<file path="src/verilog/gem_macros.svh">
`ifndef GEM_MACROS_SVH
`define GEM_MACROS_SVH

// ------------------------------------------------------------
// frame geometry
// ------------------------------------------------------------
`define GEM_NUM_CLUSTERS   4   // clusters per gem frame
`define GEM_CLUSTER_BITS   14  // cnt + adr
`define GEM_ADR_BITS       11  // pad address
`define GEM_CNT_BITS       3   // cluster size count
`define GEM_HALF_BITS      7   // odd parity group width

// ------------------------------------------------------------
// ram depths and axi4-lite register map
// ------------------------------------------------------------
`define GEM_RAW_ADR_BITS   11  // 2048 raw hit entries
`define GEM_DEBUG_ADR_BITS 10  // 1024 capture entries
`define GEM_AXI_ADDR_BITS  4
`define GEM_AXI_DATA_BITS  32
`define GEM_REG_CTRL       4'h0  // write only, rearm and parity clear
`define GEM_REG_STATUS     4'h4  // capture state and sticky parity
`define GEM_REG_RADR       4'h8  // debug read address and cluster select
`define GEM_REG_RDATA      4'hC  // selected debug cluster

`endif

</file>
<file path="src/verilog/gem_pkg.sv">
`default_nettype none
`include "gem_macros.svh"

package gem_pkg;

  typedef struct packed {
    logic [`GEM_CNT_BITS-1:0] cnt;  // upper bits, cluster size
    logic [`GEM_ADR_BITS-1:0] adr;  // lower bits, pad address
  } gem_cluster_t;

  typedef gem_cluster_t [`GEM_NUM_CLUSTERS-1:0] gem_frame_t;  // cluster 0 in the low bits
  typedef logic [1:0] gem_cluster_sel_t;

  typedef enum logic [1:0] {
    capture_idle    = 2'd0,  // armed, waiting for a valid cluster
    capture_filling = 2'd1,  // writing the debug ram
    capture_full    = 2'd2   // holding for readout
  } capture_state_t;

  typedef struct packed {
    logic [`GEM_AXI_ADDR_BITS-1:0]   awaddr;
    logic                            awvalid;
    logic [`GEM_AXI_DATA_BITS-1:0]   wdata;
    logic [`GEM_AXI_DATA_BITS/8-1:0] wstrb;
    logic                            wvalid;
    logic                            bready;
    logic [`GEM_AXI_ADDR_BITS-1:0]   araddr;
    logic                            arvalid;
    logic                            rready;
  } axil_req_t;

  typedef struct packed {
    logic                          awready;
    logic                          wready;
    logic [1:0]                    bresp;
    logic                          bvalid;
    logic [`GEM_AXI_DATA_BITS-1:0] rdata;
    logic [1:0]                    rresp;
    logic                          rvalid;
    logic                          arready;
  } axil_rsp_t;

  localparam logic [1:0] AXI_RESP_OKAY   = 2'b00;
  localparam logic [1:0] AXI_RESP_SLVERR = 2'b10;

  // cluster is valid unless both top address bits are set
  function automatic logic cluster_valid(gem_cluster_t c);
    return !(c.adr[`GEM_ADR_BITS-1 -: 2] == 2'b11);
  endfunction

  // odd parity per 7-bit half, bit 1 covers the upper half
  function automatic logic [1:0] cluster_parity(gem_cluster_t c);
    logic [`GEM_CLUSTER_BITS-1:0] bits;
    bits = c;
    return {~(^bits[`GEM_CLUSTER_BITS-1:`GEM_HALF_BITS]), ~(^bits[`GEM_HALF_BITS-1:0])};
  endfunction

endpackage

`default_nettype wire

</file>
<file path="src/verilog/gem_frame_decoder.sv">
`timescale 1ns/1ps
`default_nettype none
`include "gem_macros.svh"

module gem_frame_decoder (
  input  logic                         clock,
  input  logic                         reset,
  input  gem_pkg::gem_frame_t          gem_frame,  // raw frame, new every clock
  output gem_pkg::gem_frame_t          clusters,   // registered frame
  output logic [`GEM_NUM_CLUSTERS-1:0] vpf,        // per cluster valid flags
  output logic                         has_data,   // any cluster valid
  output logic                         nonzero     // any frame bit set
);

  import gem_pkg::*;

  logic [`GEM_NUM_CLUSTERS-1:0] vpf_next;  // valid flags of the incoming frame

  // ------------------------------------------------------------
  // address prefix check
  // ------------------------------------------------------------
  always_comb begin
    for (int i = 0; i < `GEM_NUM_CLUSTERS; i++) begin
      vpf_next[i] = cluster_valid(gem_frame[i]);  // prefix 11 marks an empty slot
    end
  end

  // ------------------------------------------------------------
  // one stage of registers, all outputs line up
  // ------------------------------------------------------------
  always_ff @(posedge clock) begin
    if (reset) begin
      clusters <= '0;
      vpf      <= '0;
      has_data <= 1'b0;
      nonzero  <= 1'b0;
    end else begin
      clusters <= gem_frame;
      vpf      <= vpf_next;
      has_data <= |vpf_next;   // capture trigger
      nonzero  <= |gem_frame;  // or of all 56 bits
    end
  end

endmodule

`default_nettype wire

</file>
<file path="config.mk">
export PLATFORM = sky130hd
export DESIGN_NAME = gem_frame_decoder
export DESIGN_NICKNAME = d
export VERILOG_FILES = /design/src/verilog/gem_pkg.sv /design/src/verilog/gem_frame_decoder.sv
export VERILOG_INCLUDE_DIRS = /design/src /design/src/verilog
export SDC_FILE = /design/constraint.sdc
export NUM_CORES = 1
export LEC_CHECK = 0
export BUFFER_PORTS_ARGS = -buffer_cell sky130_fd_sc_hd__clkbuf_2
export CORE_MARGIN = 3
export CORE_UTILIZATION = 40
export DETAILED_ROUTE_END_ITERATION = 16
export GPL_TIMING_DRIVEN = 0
export PLACE_DENSITY = 0.77
export SYNTH_ARGS = -nofsm -noshare
export SYNTH_HDL_FRONTEND = slang
export SYNTH_SLANG_ARGS = --single-unit
</file>
<file path="constraint.sdc">
create_clock -name clock -period 3 [get_ports clock]
set_input_delay 0.6 -clock clock [delete_from_list [all_inputs] [get_ports clock]]
set_output_delay 0.6 -clock clock [all_outputs]
set_load 0.01 [all_outputs]
</file>
==> impl_metrics.csv <==
group,metric,value,unit
global_routing,grt_pass1_vias,1518,
cells_and_area,layout_common_cells,"clkbuf_2 (119), dfxtp_1 (62), nor2b_1 (55), clkbuf_8 (12), nor4_1 (11)",
synth,synth-simple-area-share,27.85,%
synth,synth-xor-area-share,0,%
die,pin_count,120,
routing,drc,0,
cells_and_area,drive_gt1_share,48.43,%
cells_and_area,area_delta_synth_final,49.51,%
clock_tree,cts_sinks,62,
clock_tree,cts_buffer_depth,2,
routing,wl_per_cell,13.97,microns
setup_path,worstSetupPathType,"input port to flop",
setup_path,critPathArrivalTime,1640,ps
placement,hpwl,3748,microns
power_and_ir_drop,p_sw_share,21.13,%
power_and_ir_drop,p_per_area,698.5,nW/um^2
run,drv_cap,0,
timing,finalHoldViolations,0,
global_routing,grt_pass1_wl,6969,microns
die,core_area,4173,sq um
clock_tree,cts-root-buf,"clkbuf_8",
die,rows,23,
die,die_h,73.12,microns
synth,synth_compound_area_share,1.736,%
clock_tree,htreeDepth,3,
power_and_ir_drop,p_switching,0.0003976,W
synth,synthAdderAreaFrac,0,%
clock_tree,post_cts_resized,0,
timing,rsz0062_at_grt,"false",
synth,syn_area_per_cell,11.85,sq um
clock_tree,postCtsHoldBufs,0,
placement,portBuffers,119,
clock_tree,clkTransAtPathRegs,60,ps
timing,tightest_slew,572.8,ps
timing,min_period,1431,ps
power_and_ir_drop,peakVddDrop,0.5056,mV
setup_path,cp.required,3210,ps
timing,fmax,698.7,MHz
worst_hold_path,hold-path-endpoint,"clusters[15]",
synth,ys_seq_area_share,68.89,%
power_and_ir_drop,p_leak,1.304,nW
worst_hold_path,min_path_cells,2,
cells_and_area,num-fill-cells,371,
synth,synth_seq_cells,62,
synth,synth_area,1802,sq um
timing,setup_viol,0,
routing,vias_per_cell,4.531,
synth,muxShareOfSynthArea,0,%
power_and_ir_drop,clockPowerShare,44.2,%
timing,fin_tns_setup,0,ps
cells_and_area,n_antenna_cell,0,
die,start_util,43.18,%
setup_path,critPathMaxFanout,2,
timing,slew_viol_final,0,
clock_tree,cts_setup_buffers,0,
synth,yosysUniqueCellTypes,13,
routing,routed_wl,4707,microns
setup_path,worstSetupStartpointType,"input port",
placement,place.gp.congestion,0.8398,
setup_path,end_kind,"flop",
power_and_ir_drop,power.share.combinational,9.0,%
timing,slew_headroom,61.81,%
routing,drt_iter0_drc,51,
cells_and_area,fin_area,2694,sq um
synth,synth.net_count,210,
worst_hold_path,min_from,"gem_frame[15]",
synth,netlist_instances,152,
synth,synth_top_family_by_area,"simple AND/OR/NAND/NOR gates",
clock_tree,cts_inserted_buffers,9,
synth,synth-warning-count,0,
worst_hold_path,hp-class,"input port to flop",
die,die_area,5346,sq um
global_routing,grt_max_degree,11,
power_and_ir_drop,p_int,0.001484,W
timing,fin_crit_sh,47.71,%
routing,vias,1527,
routing,postRouteAntennaNets,0,
cells_and_area,nets,340,
power_and_ir_drop,p_seq_share,46.8,%
cells_and_area,final_common_cell,"clkbuf_2",
global_routing,grt_antenna_before_repair,0,
outcome,status,"finished, final reports clean",
clock_tree,cts_tree,"yes",
routing,dr.pass1.iters,4,
die,fp.dieW,73.12,microns
global_routing,grt_usage,18.26,%
placement,placed_area,2460,sq um
global_routing,overflow,0,
==> per-stage QoR <==
stage / power, W / setup WS, ps / cells / hold WS, ps / util (%)
after floorplan: 0.0009632 / 1519 / 152 / 671.6 / -
after global placement: 0.001065 / 1233 / 321 / 824.6 / 58.95
after detailed placement: 0.001070 / 1238 / 321 / 831.8 / 58.95
after CTS: 0.001906 / 1576 / 337 / 480.8 / 64.56
after global routing: 0.001965 / 1495 / 337 / 492.2 / 64.56
final: 0.001882 / 1569 / 337 / 500.1 / 64.56
==> layer usage <==
layer,part of all wire [%],track usage (%)
met1,38,18.74
met2,51,31.98
met3,9.0,5.096
met4,2.1,12.09
met5,0,0
==> flip-flops by register name, summed over array words and instances (netlist names) <==
name,flops
clusters,56
vpf,4
has_data,1
nonzero,1
==> cell type report <==
cell class                 count  area [sq um]  share of cell area, %
buffer                         6         23.77                 0.8825
clock buffer                  13         168.9                  6.270
clock inverter                 3         65.06                  2.415
inverter                       1         3.754                 0.1393
multi-input combinational     83         533.0                  19.79
sequential                    62          1241                  46.08
tap                           50         62.56                  2.322
timing repair buffer         119         595.6                  22.11
==> synth_stat cells <==
cell type   n  share of area (%)
nand4_1     5                1.7
o41a_1      1               0.62
nor4_1     11                3.8
a21oi_1     4                1.1
nor4_2      3                2.1
inv_1       1               0.21
clkbuf_1    5                1.0
nor2b_2     1               0.49
nand2_1     1               0.21
nor2b_1    55                 19
dfxtp_1    62                 69
nor2_1      2               0.42
buf_2       1               0.28
==> critical path, cell delays in order <==
cell and delay [ps]:
clkbuf_2 90, nor4_1 390, nand4_1 180, o41a_1 390
==> worst max-delay path by stage <==
stage,cells after the start,slack (ps),start,endpoint
2_1_floorplan,3,1520,gem_frame[21],nonzero
3_3_place_gp,4,1230,gem_frame[28],nonzero
3_5_place_dp,4,1240,gem_frame[28],nonzero
4_1_cts,4,1580,gem_frame[10],nonzero
5_1_grt,4,1490,gem_frame[28],nonzero
6_report,4,1570,gem_frame[28],nonzero
==> logic make-up (layout without fill, tap and decap cells) <==
group                  Yosys count  after routing
AO/OA/AOI/OAI                    5              5
buffers and inverters            7            142
flip-flops                      62             62
AND/OR/NAND/NOR                 78             78
==> power groups by stage <==
stage | Sequential [W] | Clock, W | Combinational, W
global placement | 0.000897 | 0 | 0.000168
global route | 0.000884 | 0.000894 | 0.000186
floorplan | 0.000922 | 0 | 0.0000412
finish | 0.000880 | 0.000832 | 0.000169
detailed placement | 0.000899 | 0 | 0.000172
CTS | 0.000881 | 0.000853 | 0.000172
(Power assumes the default switching activity.)
