$ cat config.mk
export PLATFORM = sky130hd
export DESIGN_NAME = gem_capture_ctrl
export DESIGN_NICKNAME = d
export VERILOG_FILES = /design/src/verilog/gem_pkg.sv /design/src/verilog/gem_capture_ctrl.sv
export VERILOG_INCLUDE_DIRS = /design/src /design/src/verilog
export SDC_FILE = /design/constraint.sdc
export NUM_CORES = 1
export LEC_CHECK = 0
export BUFFER_PORTS_ARGS = -buffer_cell sky130_fd_sc_hd__buf_2
export CAP_MARGIN = 20
export CORE_AREA = 2 2 39 41
export DETAILED_ROUTE_END_ITERATION = 7
export DIE_AREA = 0 0 41 43
export PLACE_DENSITY = 0.76
export SLEW_MARGIN = 20
export SYNTH_ARGS = -nofsm -noshare
export SYNTH_HDL_FRONTEND = slang
export SYNTH_SLANG_ARGS = --single-unit
$ cat constraint.sdc
create_clock -name clock -period 3.7 [get_ports clock]
set_clock_uncertainty 0.2 [all_clocks]
set_input_delay 0.74 -clock clock [delete_from_list [all_inputs] [get_ports clock]]
set_output_delay 0.74 -clock clock [all_outputs]
set_load 0.02 [all_outputs]
$ cat src/verilog/gem_macros.svh
`ifndef GEM_MACROS_SVH
`define GEM_MACROS_SVH

// ------------------------------------------------------------
// frame geometry
// ------------------------------------------------------------
`define GEM_NUM_CLUSTERS   4   // clusters per gem frame
`define GEM_CLUSTER_BITS   14  // cnt + adr
`define GEM_ADR_BITS       11  // pad address
`define GEM_CNT_BITS       3   // cluster size count
`define GEM_HALF_BITS      7   // odd parity group width

// ------------------------------------------------------------
// ram depths and axi4-lite register map
// ------------------------------------------------------------
`define GEM_RAW_ADR_BITS   11  // 2048 raw hit entries
`define GEM_DEBUG_ADR_BITS 10  // 1024 capture entries
`define GEM_AXI_ADDR_BITS  4
`define GEM_AXI_DATA_BITS  32
`define GEM_REG_CTRL       4'h0  // write only, rearm and parity clear
`define GEM_REG_STATUS     4'h4  // capture state and sticky parity
`define GEM_REG_RADR       4'h8  // debug read address and cluster select
`define GEM_REG_RDATA      4'hC  // selected debug cluster

`endif

$ cat src/verilog/gem_pkg.sv
`default_nettype none
`include "gem_macros.svh"

package gem_pkg;

  typedef struct packed {
    logic [`GEM_CNT_BITS-1:0] cnt;  // upper bits, cluster size
    logic [`GEM_ADR_BITS-1:0] adr;  // lower bits, pad address
  } gem_cluster_t;

  typedef gem_cluster_t [`GEM_NUM_CLUSTERS-1:0] gem_frame_t;  // cluster 0 in the low bits
  typedef logic [1:0] gem_cluster_sel_t;

  typedef enum logic [1:0] {
    capture_idle    = 2'd0,  // armed, waiting for a valid cluster
    capture_filling = 2'd1,  // writing the debug ram
    capture_full    = 2'd2   // holding for readout
  } capture_state_t;

  typedef struct packed {
    logic [`GEM_AXI_ADDR_BITS-1:0]   awaddr;
    logic                            awvalid;
    logic [`GEM_AXI_DATA_BITS-1:0]   wdata;
    logic [`GEM_AXI_DATA_BITS/8-1:0] wstrb;
    logic                            wvalid;
    logic                            bready;
    logic [`GEM_AXI_ADDR_BITS-1:0]   araddr;
    logic                            arvalid;
    logic                            rready;
  } axil_req_t;

  typedef struct packed {
    logic                          awready;
    logic                          wready;
    logic [1:0]                    bresp;
    logic                          bvalid;
    logic [`GEM_AXI_DATA_BITS-1:0] rdata;
    logic [1:0]                    rresp;
    logic                          rvalid;
    logic                          arready;
  } axil_rsp_t;

  localparam logic [1:0] AXI_RESP_OKAY   = 2'b00;
  localparam logic [1:0] AXI_RESP_SLVERR = 2'b10;

  // cluster is valid unless both top address bits are set
  function automatic logic cluster_valid(gem_cluster_t c);
    return !(c.adr[`GEM_ADR_BITS-1 -: 2] == 2'b11);
  endfunction

  // odd parity per 7-bit half, bit 1 covers the upper half
  function automatic logic [1:0] cluster_parity(gem_cluster_t c);
    logic [`GEM_CLUSTER_BITS-1:0] bits;
    bits = c;
    return {~(^bits[`GEM_CLUSTER_BITS-1:`GEM_HALF_BITS]), ~(^bits[`GEM_HALF_BITS-1:0])};
  endfunction

endpackage

`default_nettype wire

$ cat src/verilog/gem_capture_ctrl.sv
`timescale 1ns/1ps
`default_nettype none
`include "gem_macros.svh"

module gem_capture_ctrl (
  input  logic                           clock,
  input  logic                           reset,
  input  logic                           has_data,  // decoded frame holds a valid cluster
  input  logic                           rearm,     // one cycle pulse from the csr
  output gem_pkg::capture_state_t        state,
  output logic                           wen,       // debug ram write enable
  output logic [`GEM_DEBUG_ADR_BITS-1:0] wadr       // debug ram write address
);

  import gem_pkg::*;

  localparam logic [`GEM_DEBUG_ADR_BITS-1:0] LAST_ADR = '1;  // entry 1023

  // ------------------------------------------------------------
  // arm, fill, hold
  // ------------------------------------------------------------
  always_ff @(posedge clock) begin
    if (reset) begin
      state <= capture_idle;
      wadr  <= '0;
    end else begin
      case (state)
        capture_idle: begin
          wadr <= '0;  // fill always starts at entry 0
          if (has_data)
            state <= capture_filling;
        end
        capture_filling: begin
          wadr <= wadr + 1'b1;  // one frame per clock
          if (wadr == LAST_ADR)
            state <= capture_full;
        end
        capture_full: begin
          if (rearm)  // only honoured once the buffer is full
            state <= capture_idle;
        end
        default: state <= capture_idle;
      endcase
    end
  end

  // the trigger frame itself is not stored, entry 0 is the next one
  assign wen = (state == capture_filling);

endmodule

`default_nettype wire

==> flow_summary.json <==
{
  "status": "finished, final reports clean",
  "die_y_um": 43,
  "rsz0062_at_grt": "no",
  "cts-hold-fix-buffers": 0,
  "post-route-min-period_ps": 2040,
  "path_cells": "nor2b_1 -> buf_2",
  "ys_types": 24,
  "core_um2": 1380,
  "swShare_pct": 23.0,
  "gr-usage-met3_pct": 3.14,
  "dieArea_um2": 1760,
  "cts_tree": "built",
  "pwr-share-clk_pct": 35.3,
  "cts_max_level": 1,
  "fin_setup_tns_ps": 0,
  "rows": 14,
  "cts.sinks": 12,
  "fin_crit_sh_pct": 55.2,
  "seqCellArea_um2": 240,
  "final_cells": 91,
  "seq_area_frac_synth_pct": 43.6,
  "finalHoldViolations": 0,
  "antenna_left": 0,
  "grt_remaining_overflow": 0,
  "netlist_area_um2": 551,
  "via_per_inst": 5.52,
  "cap_violations": 0,
  "antenna_found_initial": 0,
  "grt_usage_pct": 14.1,
  "cts_setup_buffers": 0,
  "port-buffer-count": 16,
  "multi_input_area_um2": 303,
  "areaGrowthSynthToFinish_pct": 20.9,
  "p_int_w": 0.000173,
  "grt_pass1_vias": 385,
  "groute.layer.met2.usage_pct": 16.3,
  "syn_area_per_cell_um2": 9.66,
  "ys_warn_count": 0,
  "tightest_slew_ps": 660,
  "synthCells": 57,
  "antenna_cells": 0,
  "dr.pass1.iters": 4,
  "final_max_slew_viol_count": 0,
  "clkTransAtPathRegs_ps": 70,
  "critPathKind": "register to output port",
  "p_switching_w": 0.0000516,
  "placed_cells": 88,
  "slowest_delay_ps": 550,
  "synth-seq-cells": 12,
  "busiest_layer": "met1",
  "cts_resized": 0,
  "hp-class": "register to register",
  "place.gp.congestion": 0.701,
  "fillers": 139,
  "arrival_ps": 1100,
  "combPwrFrac_pct": 5.5,
  "clock.fmax_ghz": 0.489,
  "finalWirelength_mm": 1.06,
  "num_vias": 502,
  "grt_pass1_wl_mm": 1.68,
  "end_kind": "output port",
  "slew_headroom_pct": 55.9,
  "holdWs_ps": 309,
  "worstSetupStartpointType": "register",
  "first_iter_violations": 19,
  "cts_buffers": 3,
  "grt_max_degree": 14,
  "drc": 0,
  "dp_hpwl_um": 742,
  "setup_viol": 0,
  "leakagePower_nw": 0.313,
  "worstPathRequired_ps": 2760,
  "peakVddDrop_mv": 0.223,
  "wl_per_cell_um": 11.7,
  "num_io_pins": 17,
  "drive_above_1_share_pct": 29.3,
  "cts_root_buf": "clkbuf_4",
  "syn_nets": 62,
  "cts_buffer_depth": 2,
  "clk_latency_ps": 270,
  "nNetsFinal": 82,
  "die_width_um": 41,
  "cp_slowest_cell": "dfxtp_1",
  "critPathMaxFanout": 13,
  "grt_use_met1_pct": 21.8,
  "start_util_pct": 39.8,
  "power.share.sequential_pct": 59.2,
  "p_per_area_nw_per_um2": 338
}
==> cells in the mapped netlist <==
cell / n / area, um2
nand4_1: 1 / 6.26
nor3_1: 1 / 5.00
ha_1: 1 / 12.5
nand4b_4: 1 / 23.8
o31ai_1: 1 / 7.51
nand4b_1: 2 / 17.5
xor2_1: 3 / 26.3
nor2_1: 6 / 22.5
nand3_1: 1 / 5.00
nand4_4: 1 / 21.3
a21oi_1: 6 / 30.0
o21bai_1: 1 / 7.51
dfxtp_1: 12 / 240
nor2b_1: 2 / 12.5
a22oi_1: 1 / 7.51
o21ai_0: 4 / 20.0
nand3b_1: 1 / 7.51
buf_4: 1 / 7.51
xnor2_1: 1 / 8.76
nand2_1: 3 / 11.3
or3_2: 1 / 7.51
o32ai_1: 1 / 8.76
or4_1: 2 / 15.0
or3_1: 3 / 18.8
==> cell type report <==
cell class | count | area share [%]
flip-flops and latches | 12 | 36.1
repair buffers | 16 | 12.0
clock buffers | 3 | 3.38
well taps | 16 | 3.01
multi-input cells | 44 | 45.5
==> critical path, delay by kind of cell, from the launching register on <==
family	cells	cell delay, ps
buf+inv	1	170
simple gates	1	100
flops	1	550
==> state kept, by name (all words and copies together), names as in the netlist <==
register  flops
state         2
wadr         10
==> logic make-up (layout without fill, tap and decap cells) <==
group | Yosys count | after routing | synth area share [%]
AOI/OAI and AO/OA | 14 | 14 | 14.8
xor gates and xnor gates | 4 | 4 | 6.36
adders and majority gates | 1 | 1 | 2.27
buffers and inverters | 1 | 19 | 1.36
DFF | 12 | 12 | 43.6
and+or+nand+nor | 25 | 25 | 31.6
==> cell usage in the layout, fill, tap and decap left out <==
cell      synthesis  routed
or3_2             1       1
o32ai_1           1       1
nor3_1            1       1
xor2_1            3       3
buf_2             0      16
nand2_1           3       3
or3_1             3       3
nand4b_4          1       1
ha_1              1       1
o21ai_0           4       4
clkbuf_4          0       3
nand4_4           1       1
nand4b_1          2       2
nand4_1           1       1
xnor2_1           1       1
a22oi_1           1       1
or4_1             2       2
nor2_1            6       6
dfxtp_1          12      12
o31ai_1           1       1
nand3_1           1       1
nor2b_1           2       2
o21bai_1          1       1
nand3b_1          1       1
a21oi_1           6       6
==> stage by stage <==
step                      setup slack (ps)  utilization (%)  instance area, um2  power, W
after floorplan                       1850                -                 551  0.000143
after global placement                1980             46.5                 643  0.000149
after detailed placement              1970             46.5                 643  0.000149
final                                 1660             48.1                 666  0.000225
after CTS                             1650             48.1                 666  0.000228
after global routing                  1570             48.1                 666  0.000238
==> final timing paths <==
check        startpoint  endpoint  slack, ps  cells past startpoint
max            state[1]       wen       1660                      2
min             wadr[9]   wadr[9]        310                      2
max reg2reg     wadr[0]  state[1]       2030                      4
min reg2reg     wadr[9]   wadr[9]        310                      2
==> routing by layer <==
metal  routed length, um  vias to the layer above
met3                  65                        6
met4                  25                        0
met5                   0                        -
met2                 458                       21
li1                    -                      254
met1                 515                      221
==> power groups by stage <==
stage	registers [W]	logic, W	clock network (W)
6_report	0.000133	0.0000124	0.0000793
3_5_place_dp	0.000136	0.0000125	0
3_3_place_gp	0.000136	0.0000125	0
4_1_cts	0.000133	0.0000125	0.0000828
5_1_grt	0.000133	0.0000137	0.0000908
2_1_floorplan	0.000138	0.00000549	0
Power figures use the tool's default switching activity.
