File: src/verilog/gem_macros.svh
`ifndef GEM_MACROS_SVH
`define GEM_MACROS_SVH

// ------------------------------------------------------------
// frame geometry
// ------------------------------------------------------------
`define GEM_NUM_CLUSTERS   4   // clusters per gem frame
`define GEM_CLUSTER_BITS   14  // cnt + adr
`define GEM_ADR_BITS       11  // pad address
`define GEM_CNT_BITS       3   // cluster size count
`define GEM_HALF_BITS      7   // odd parity group width

// ------------------------------------------------------------
// ram depths and axi4-lite register map
// ------------------------------------------------------------
`define GEM_RAW_ADR_BITS   11  // 2048 raw hit entries
`define GEM_DEBUG_ADR_BITS 10  // 1024 capture entries
`define GEM_AXI_ADDR_BITS  4
`define GEM_AXI_DATA_BITS  32
`define GEM_REG_CTRL       4'h0  // write only, rearm and parity clear
`define GEM_REG_STATUS     4'h4  // capture state and sticky parity
`define GEM_REG_RADR       4'h8  // debug read address and cluster select
`define GEM_REG_RDATA      4'hC  // selected debug cluster

`endif

File: src/verilog/gem_pkg.sv
`default_nettype none
`include "gem_macros.svh"

package gem_pkg;

  typedef struct packed {
    logic [`GEM_CNT_BITS-1:0] cnt;  // upper bits, cluster size
    logic [`GEM_ADR_BITS-1:0] adr;  // lower bits, pad address
  } gem_cluster_t;

  typedef gem_cluster_t [`GEM_NUM_CLUSTERS-1:0] gem_frame_t;  // cluster 0 in the low bits
  typedef logic [1:0] gem_cluster_sel_t;

  typedef enum logic [1:0] {
    capture_idle    = 2'd0,  // armed, waiting for a valid cluster
    capture_filling = 2'd1,  // writing the debug ram
    capture_full    = 2'd2   // holding for readout
  } capture_state_t;

  typedef struct packed {
    logic [`GEM_AXI_ADDR_BITS-1:0]   awaddr;
    logic                            awvalid;
    logic [`GEM_AXI_DATA_BITS-1:0]   wdata;
    logic [`GEM_AXI_DATA_BITS/8-1:0] wstrb;
    logic                            wvalid;
    logic                            bready;
    logic [`GEM_AXI_ADDR_BITS-1:0]   araddr;
    logic                            arvalid;
    logic                            rready;
  } axil_req_t;

  typedef struct packed {
    logic                          awready;
    logic                          wready;
    logic [1:0]                    bresp;
    logic                          bvalid;
    logic [`GEM_AXI_DATA_BITS-1:0] rdata;
    logic [1:0]                    rresp;
    logic                          rvalid;
    logic                          arready;
  } axil_rsp_t;

  localparam logic [1:0] AXI_RESP_OKAY   = 2'b00;
  localparam logic [1:0] AXI_RESP_SLVERR = 2'b10;

  // cluster is valid unless both top address bits are set
  function automatic logic cluster_valid(gem_cluster_t c);
    return !(c.adr[`GEM_ADR_BITS-1 -: 2] == 2'b11);
  endfunction

  // odd parity per 7-bit half, bit 1 covers the upper half
  function automatic logic [1:0] cluster_parity(gem_cluster_t c);
    logic [`GEM_CLUSTER_BITS-1:0] bits;
    bits = c;
    return {~(^bits[`GEM_CLUSTER_BITS-1:`GEM_HALF_BITS]), ~(^bits[`GEM_HALF_BITS-1:0])};
  endfunction

endpackage

`default_nettype wire

File: src/verilog/gem_csr.sv
`timescale 1ns/1ps
`default_nettype none
`include "gem_macros.svh"

module gem_csr (
  input  logic                           clock,
  input  logic                           reset,
  input  gem_pkg::axil_req_t             axil_req,
  output gem_pkg::axil_rsp_t             axil_rsp,
  input  gem_pkg::capture_state_t        capture_state,
  input  gem_pkg::gem_cluster_t          debug_rdata,       // selected debug cluster
  input  logic                           debug_parity_err,  // parity of debug_rdata
  output logic                           rearm,             // one cycle pulse
  output logic [`GEM_DEBUG_ADR_BITS-1:0] debug_radr,
  output gem_pkg::gem_cluster_sel_t      debug_rsel
);

  import gem_pkg::*;

  logic                          aw_ready;       // awready and wready together
  logic                          b_valid;
  logic [1:0]                    b_resp;
  logic                          ar_ready;
  logic                          r_valid;
  logic [1:0]                    r_resp;
  logic [`GEM_AXI_DATA_BITS-1:0] r_data;
  logic                          parity_sticky;  // status bit 8
  logic                          wr_fire;        // write handshake this cycle
  logic                          rd_fire;        // read address handshake this cycle
  logic                          wr_ctrl;
  logic                          wr_radr;
  logic [`GEM_AXI_DATA_BITS-1:0] rd_word;        // read mux output
  logic [1:0]                    rd_resp;

  assign wr_fire = aw_ready && axil_req.awvalid && axil_req.wvalid;
  assign rd_fire = ar_ready && axil_req.arvalid;
  assign wr_ctrl = (axil_req.awaddr == `GEM_REG_CTRL);
  assign wr_radr = (axil_req.awaddr == `GEM_REG_RADR);

  // ------------------------------------------------------------
  // write channel
  // ------------------------------------------------------------
  always_ff @(posedge clock) begin
    if (reset) begin
      aw_ready <= 1'b0;
      b_valid  <= 1'b0;
    end else begin
      aw_ready <= axil_req.awvalid && axil_req.wvalid && !aw_ready && !b_valid;  // pulse
      if (wr_fire)
        b_valid <= 1'b1;
      else if (axil_req.bready)
        b_valid <= 1'b0;  // held until bready
    end
  end

  always_ff @(posedge clock) begin
    if (wr_fire)
      b_resp <= (wr_ctrl || wr_radr) ? AXI_RESP_OKAY : AXI_RESP_SLVERR;  // ro offsets refuse
  end

  // ------------------------------------------------------------
  // control side effects and read address register
  // ------------------------------------------------------------
  always_ff @(posedge clock) begin
    if (reset) begin
      rearm         <= 1'b0;
      parity_sticky <= 1'b0;
      debug_radr    <= '0;
      debug_rsel    <= '0;
    end else begin
      rearm <= wr_fire && wr_ctrl && axil_req.wstrb[0] && axil_req.wdata[0];
      if (wr_fire && wr_ctrl && axil_req.wstrb[0] && axil_req.wdata[1])
        parity_sticky <= 1'b0;  // software clear
      else if (rd_fire && axil_req.araddr == `GEM_REG_RDATA && debug_parity_err)
        parity_sticky <= 1'b1;  // error seen on a readout
      if (wr_fire && wr_radr) begin
        if (axil_req.wstrb[0])
          debug_radr[7:0] <= axil_req.wdata[7:0];
        if (axil_req.wstrb[1])
          debug_radr[`GEM_DEBUG_ADR_BITS-1:8] <= axil_req.wdata[`GEM_DEBUG_ADR_BITS-1:8];
        if (axil_req.wstrb[2])
          debug_rsel <= axil_req.wdata[17:16];
      end
    end
  end

  // ------------------------------------------------------------
  // read channel
  // ------------------------------------------------------------
  always_comb begin
    rd_word = '0;  // unmapped and write only offsets read zero
    rd_resp = AXI_RESP_OKAY;
    case (axil_req.araddr)
      `GEM_REG_STATUS: begin
        rd_word[1:0] = capture_state;
        rd_word[8]   = parity_sticky;
      end
      `GEM_REG_RADR: begin
        rd_word[`GEM_DEBUG_ADR_BITS-1:0] = debug_radr;
        rd_word[17:16]                   = debug_rsel;
      end
      `GEM_REG_RDATA: begin
        rd_word[`GEM_CLUSTER_BITS-1:0] = debug_rdata;
        rd_word[31]                    = debug_parity_err;
      end
      default: rd_resp = AXI_RESP_SLVERR;  // ctrl and holes
    endcase
  end

  always_ff @(posedge clock) begin
    if (reset) begin
      ar_ready <= 1'b0;
      r_valid  <= 1'b0;
    end else begin
      ar_ready <= axil_req.arvalid && !ar_ready && !r_valid;  // pulse, one read in flight
      if (rd_fire)
        r_valid <= 1'b1;
      else if (axil_req.rready)
        r_valid <= 1'b0;  // held until rready
    end
  end

  always_ff @(posedge clock) begin
    if (rd_fire) begin
      r_data <= rd_word;
      r_resp <= rd_resp;
    end
  end

  always_comb begin
    axil_rsp.awready = aw_ready;
    axil_rsp.wready  = aw_ready;
    axil_rsp.bresp   = b_resp;
    axil_rsp.bvalid  = b_valid;
    axil_rsp.rdata   = r_data;
    axil_rsp.rresp   = r_resp;
    axil_rsp.rvalid  = r_valid;
    axil_rsp.arready = ar_ready;
  end

endmodule

`default_nettype wire

File: config.mk
export PLATFORM = sky130hd
export DESIGN_NAME = gem_csr
export DESIGN_NICKNAME = d
export VERILOG_FILES = /design/src/verilog/gem_pkg.sv /design/src/verilog/gem_csr.sv
export VERILOG_INCLUDE_DIRS = /design/src /design/src/verilog
export SDC_FILE = /design/constraint.sdc
export NUM_CORES = 1
export LEC_CHECK = 0
export BUFFER_PORTS_ARGS = -buffer_cell sky130_fd_sc_hd__buf_2
export CAP_MARGIN = 20
export CORE_MARGIN = 2
export CORE_UTILIZATION = 37
export DETAILED_ROUTE_END_ITERATION = 10
export PLACE_DENSITY = 0.75
export SYNTH_ARGS = -nofsm -noshare
export SYNTH_HDL_FRONTEND = slang
export SYNTH_SLANG_ARGS = --single-unit
File: constraint.sdc
create_clock -name clock -period 1.3 [get_ports clock]
set_input_delay 0.26 -clock clock [delete_from_list [all_inputs] [get_ports clock]]
set_output_delay 0.26 -clock clock [all_outputs]
set_load 0.02 [all_outputs]
==> metrics.md <==
| Metric | Value |
|---|---|
| Area of the mapped netlist | `1780 sq um` |
| Met2 Use GR | `0.244` |
| Met1 Use GR | `0.166` |
| Largest area contributor in the netlist | `edfxtp_1` |
| N_diodes | `0` |
| Status | `finished, final reports clean` |
| Fin. max-slew vios | `0` |
| CTS tree | `built` |
| Setup TNS | `0 ns` |
| Layout Nets | `309` |
| Std-Cell Rows | `25` |
| First-pass GRT wire length | `5800 um` |
| Peak VDD IR | `591 uV` |
| Fin crit share | `0.913` |
| Max Clk Rate | `843 MHz` |
| Largest register FFs | `17` |
| Number of clock sinks | `37` |
| Hold_ws | `0.172 ns` |
| Iteration-0 DRC Markers | `71` |
| Reg2Reg Depth | `3` |
| Max cap viols | `0` |
| Clock Path Buffers | `2` |
| Share of the synthesized area in the top cell type | `0.320` |
| Gr usage total | `0.143` |
| Final setup viols | `0` |
| Fillers | `447` |
| DR WL/cell | `12.9 um` |
| Reg with most FFs | `r_data` |
| Power per cell area | `1140 nW/um^2` |
| Num CTS Buffers | `5` |
| Worst Hold End | `parity_sticky` |
| Cts hold-fix bufs | `0` |
| Initial antenna violation count | `0` |
| Final hold viol count | `0` |
| Clock Latency Late Sink | `0.28 ns` |
| Resized cells post-CTS | `0` |
| Die area | `5390 sq um` |
| Setup slack after layout | `0.114 ns` |
| Global placement routability congestion | `0.743` |
| Number of global-route vias before repair | `1284` |
| Flop2flop setup slack | `0.11 ns` |
| H-tree depth | `2` |
| Detailed-route via count | `1403` |
| CP delay by family, top | `simple AND/OR/NAND/NOR gates` |
| P_leak | `0.00109 uW` |
| DRC viols | `0` |
| FF-to-FF Start | `aw_ready` |
| Synth unique cells | `34` |
| Io pins | `122` |
| Top Registers | `r_data (17), debug_radr (10), debug_rsel (2)` |
| Worst-path clk slew | `0.07 ns` |
| Worst Path Buf+Inv | `0` |
| Syn avg cell area | `11.4 sq um` |
| WHS Path Cells | `2` |
| DR vias/cell | `4.74` |
| Crit path largest cell delay | `0.43 ns` |
| R2R Path End | `rearm` |
| RSZ-0062 raised after global routing | `false` |
| Min-Delay Path Class | `in2reg` |
| Die height | `73.4 um` |
| Largest net degree at the start of global routing | `23` |
| Clock root cell | `clkbuf_8` |
| Fin crit period | `1.19 ns` |
| Area growth, synth to finish | `30.7%` |
| Die X | `73.4 um` |
| Busiest grt layer | `met2` |
| CP max stage cell | `dfxtp_1` |
| Cells after Synth | `157` |
| Worst EP required | `1.53 ns` |
| Yosys warning total | `0` |
| Arrival @ worst endpoint | `1.41 ns` |
| 1st-pass router iterations | `4` |
| Startpoint Class | `flop` |
| Sequential fraction of the synthesis area | `0.522` |
| Routing usage on met3 | `0.0494` |
| Core area | `4690 sq um` |
| Crit path cell chain | `nand3_1 > nor4_4 > and3b_1` |
| Antenna viol nets, final | `0` |
| IO Port Bufs | `83` |
| Setup CP Type | `reg2reg` |
| Half-perimeter wire length after placement | `3040 um` |
| Worst hold start | `axil_req[13]` |
| Dpl ws | `0.0175 ns` |
| Worst setup EP type | `flop` |
| Worst Skew | `0.00554 ns` |
| Final wirelength | `3820 um` |
| Synth top area cells | `edfxtp_1, dfxtp_1, buf_4` |
| Share of layout cells above drive strength 1 | `0.455` |
| Flops & latches, synth | `37` |
| Crit Path Max Fanout | `7` |
| Starting Density | `0.380` |
| Total gr overflow | `0` |
-- worst max path at each step --
stage	startpoint	end	slack (ns)	cells past startpoint
final	aw_ready	rearm	0.11	3
after global routing	aw_ready	rearm	0.009	3
after CTS	aw_ready	debug_radr[2]	0.04	3
after detailed placement	axil_req[5]	r_data[6]	0.02	4
after global placement	axil_req[5]	r_data[4]	0.02	4
after floorplan	axil_req[5]	r_data[2]	0.17	4
-- cell type report --
cell class / count / area (sq um) / area share
clock buffers: 5 / 68.8 / 0.0295
inverters: 3 / 11.3 / 0.00483
repair buffers: 90 / 493 / 0.212
clock inverters: 3 / 65.1 / 0.0279
well taps: 54 / 67.6 / 0.0290
multi-input cells: 104 / 693 / 0.298
flip-flops and latches: 37 / 931 / 0.400
-- power breakdown --
| group | switching (uW) | internal (uW) |
|---|---|---|
| sequential | 5.94 | 1240 |
| combinational | 154 | 107 |
| clock | 385 | 762 |
-- timing repair --
item | 4_1_cts | 5_1_grt
buffers inserted | 0 | 1
endpoints found under the hold margin | 0 | 0
setup endpoints to repair | 0 | 8
-- placed cells by master, fill, tap and decap left out, types with 4 or more instances in the layout --
| cell type | instances |
|---|---|
| clkbuf_8 | 5 |
| and2_1 | 6 |
| buf_4 | 5 |
| o21ai_0 | 9 |
| nand3_1 | 9 |
| mux2i_1 | 4 |
| nand2b_1 | 10 |
| buf_2 | 83 |
| a21oi_1 | 10 |
| edfxtp_1 | 19 |
| dfxtp_1 | 18 |
| a22o_1 | 7 |
| conb_1 | 17 |
-- synth_stat cells (all sizes together) --
cell and instances:
buf 28, edfxtp 19, dfxtp 18, a21oi 10, nand2b 10, nand3 9, o21ai 9, a22o 7
and2 7, nor3 5, mux2i 4, a22oi 3, inv 3, mux2 3, nand2 3, and3 2
and4bb 2, nor2 2, nor4 2, a211oi 1, a31oi 1, and3b 1, and4b 1, clkbuf 1
conb 1, nand4b 1, nand4bb 1, nor2b 1, nor4b 1, or3 1
-- kinds of logic (layout without fill, tap and decap cells) --
| group | after synthesis | after routing | share of synthesized area |
|---|---|---|---|
| AOI/OAI and AO/OA | 31 | 31 | 0.111 |
| buffers and inverters | 32 | 101 | 0.124 |
| muxes | 7 | 7 | 0.0414 |
| other | 1 | 17 | 0.00210 |
| DFF | 37 | 37 | 0.522 |
| and+or+nand+nor | 49 | 49 | 0.200 |
-- worst register-to-register path, stage by stage (launching register included) --
cell	delay, ns
dfxtp_1	0.43
nand3_1	0.20
nor4_4	0.31
and3b_1	0.19
-- metrics by stage --
step / std cells / util / cell area (sq um) / power (uW)
6_report: 296 / 0.497 / 2330 / 2650
5_1_grt: 296 / 0.497 / 2330 / 2760
4_1_cts: 295 / 0.495 / 2320 / 2690
3_5_place_dp: 287 / 0.466 / 2190 / 1530
3_3_place_gp: 287 / 0.466 / 2190 / 1530
2_1_floorplan: 173 / - / 1840 / 1450
-- per-layer routing --
metal | share of wire | routed length, um | vias to the layer above
li1 | - | - | 699
met1 | 0.43 | 1650 | 636
met2 | 0.48 | 1820 | 66
met3 | 0.086 | 330 | 2
met4 | 0.0060 | 23 | 0
met5 | 0 | 0 | -
Power figures use the tool's default switching activity.
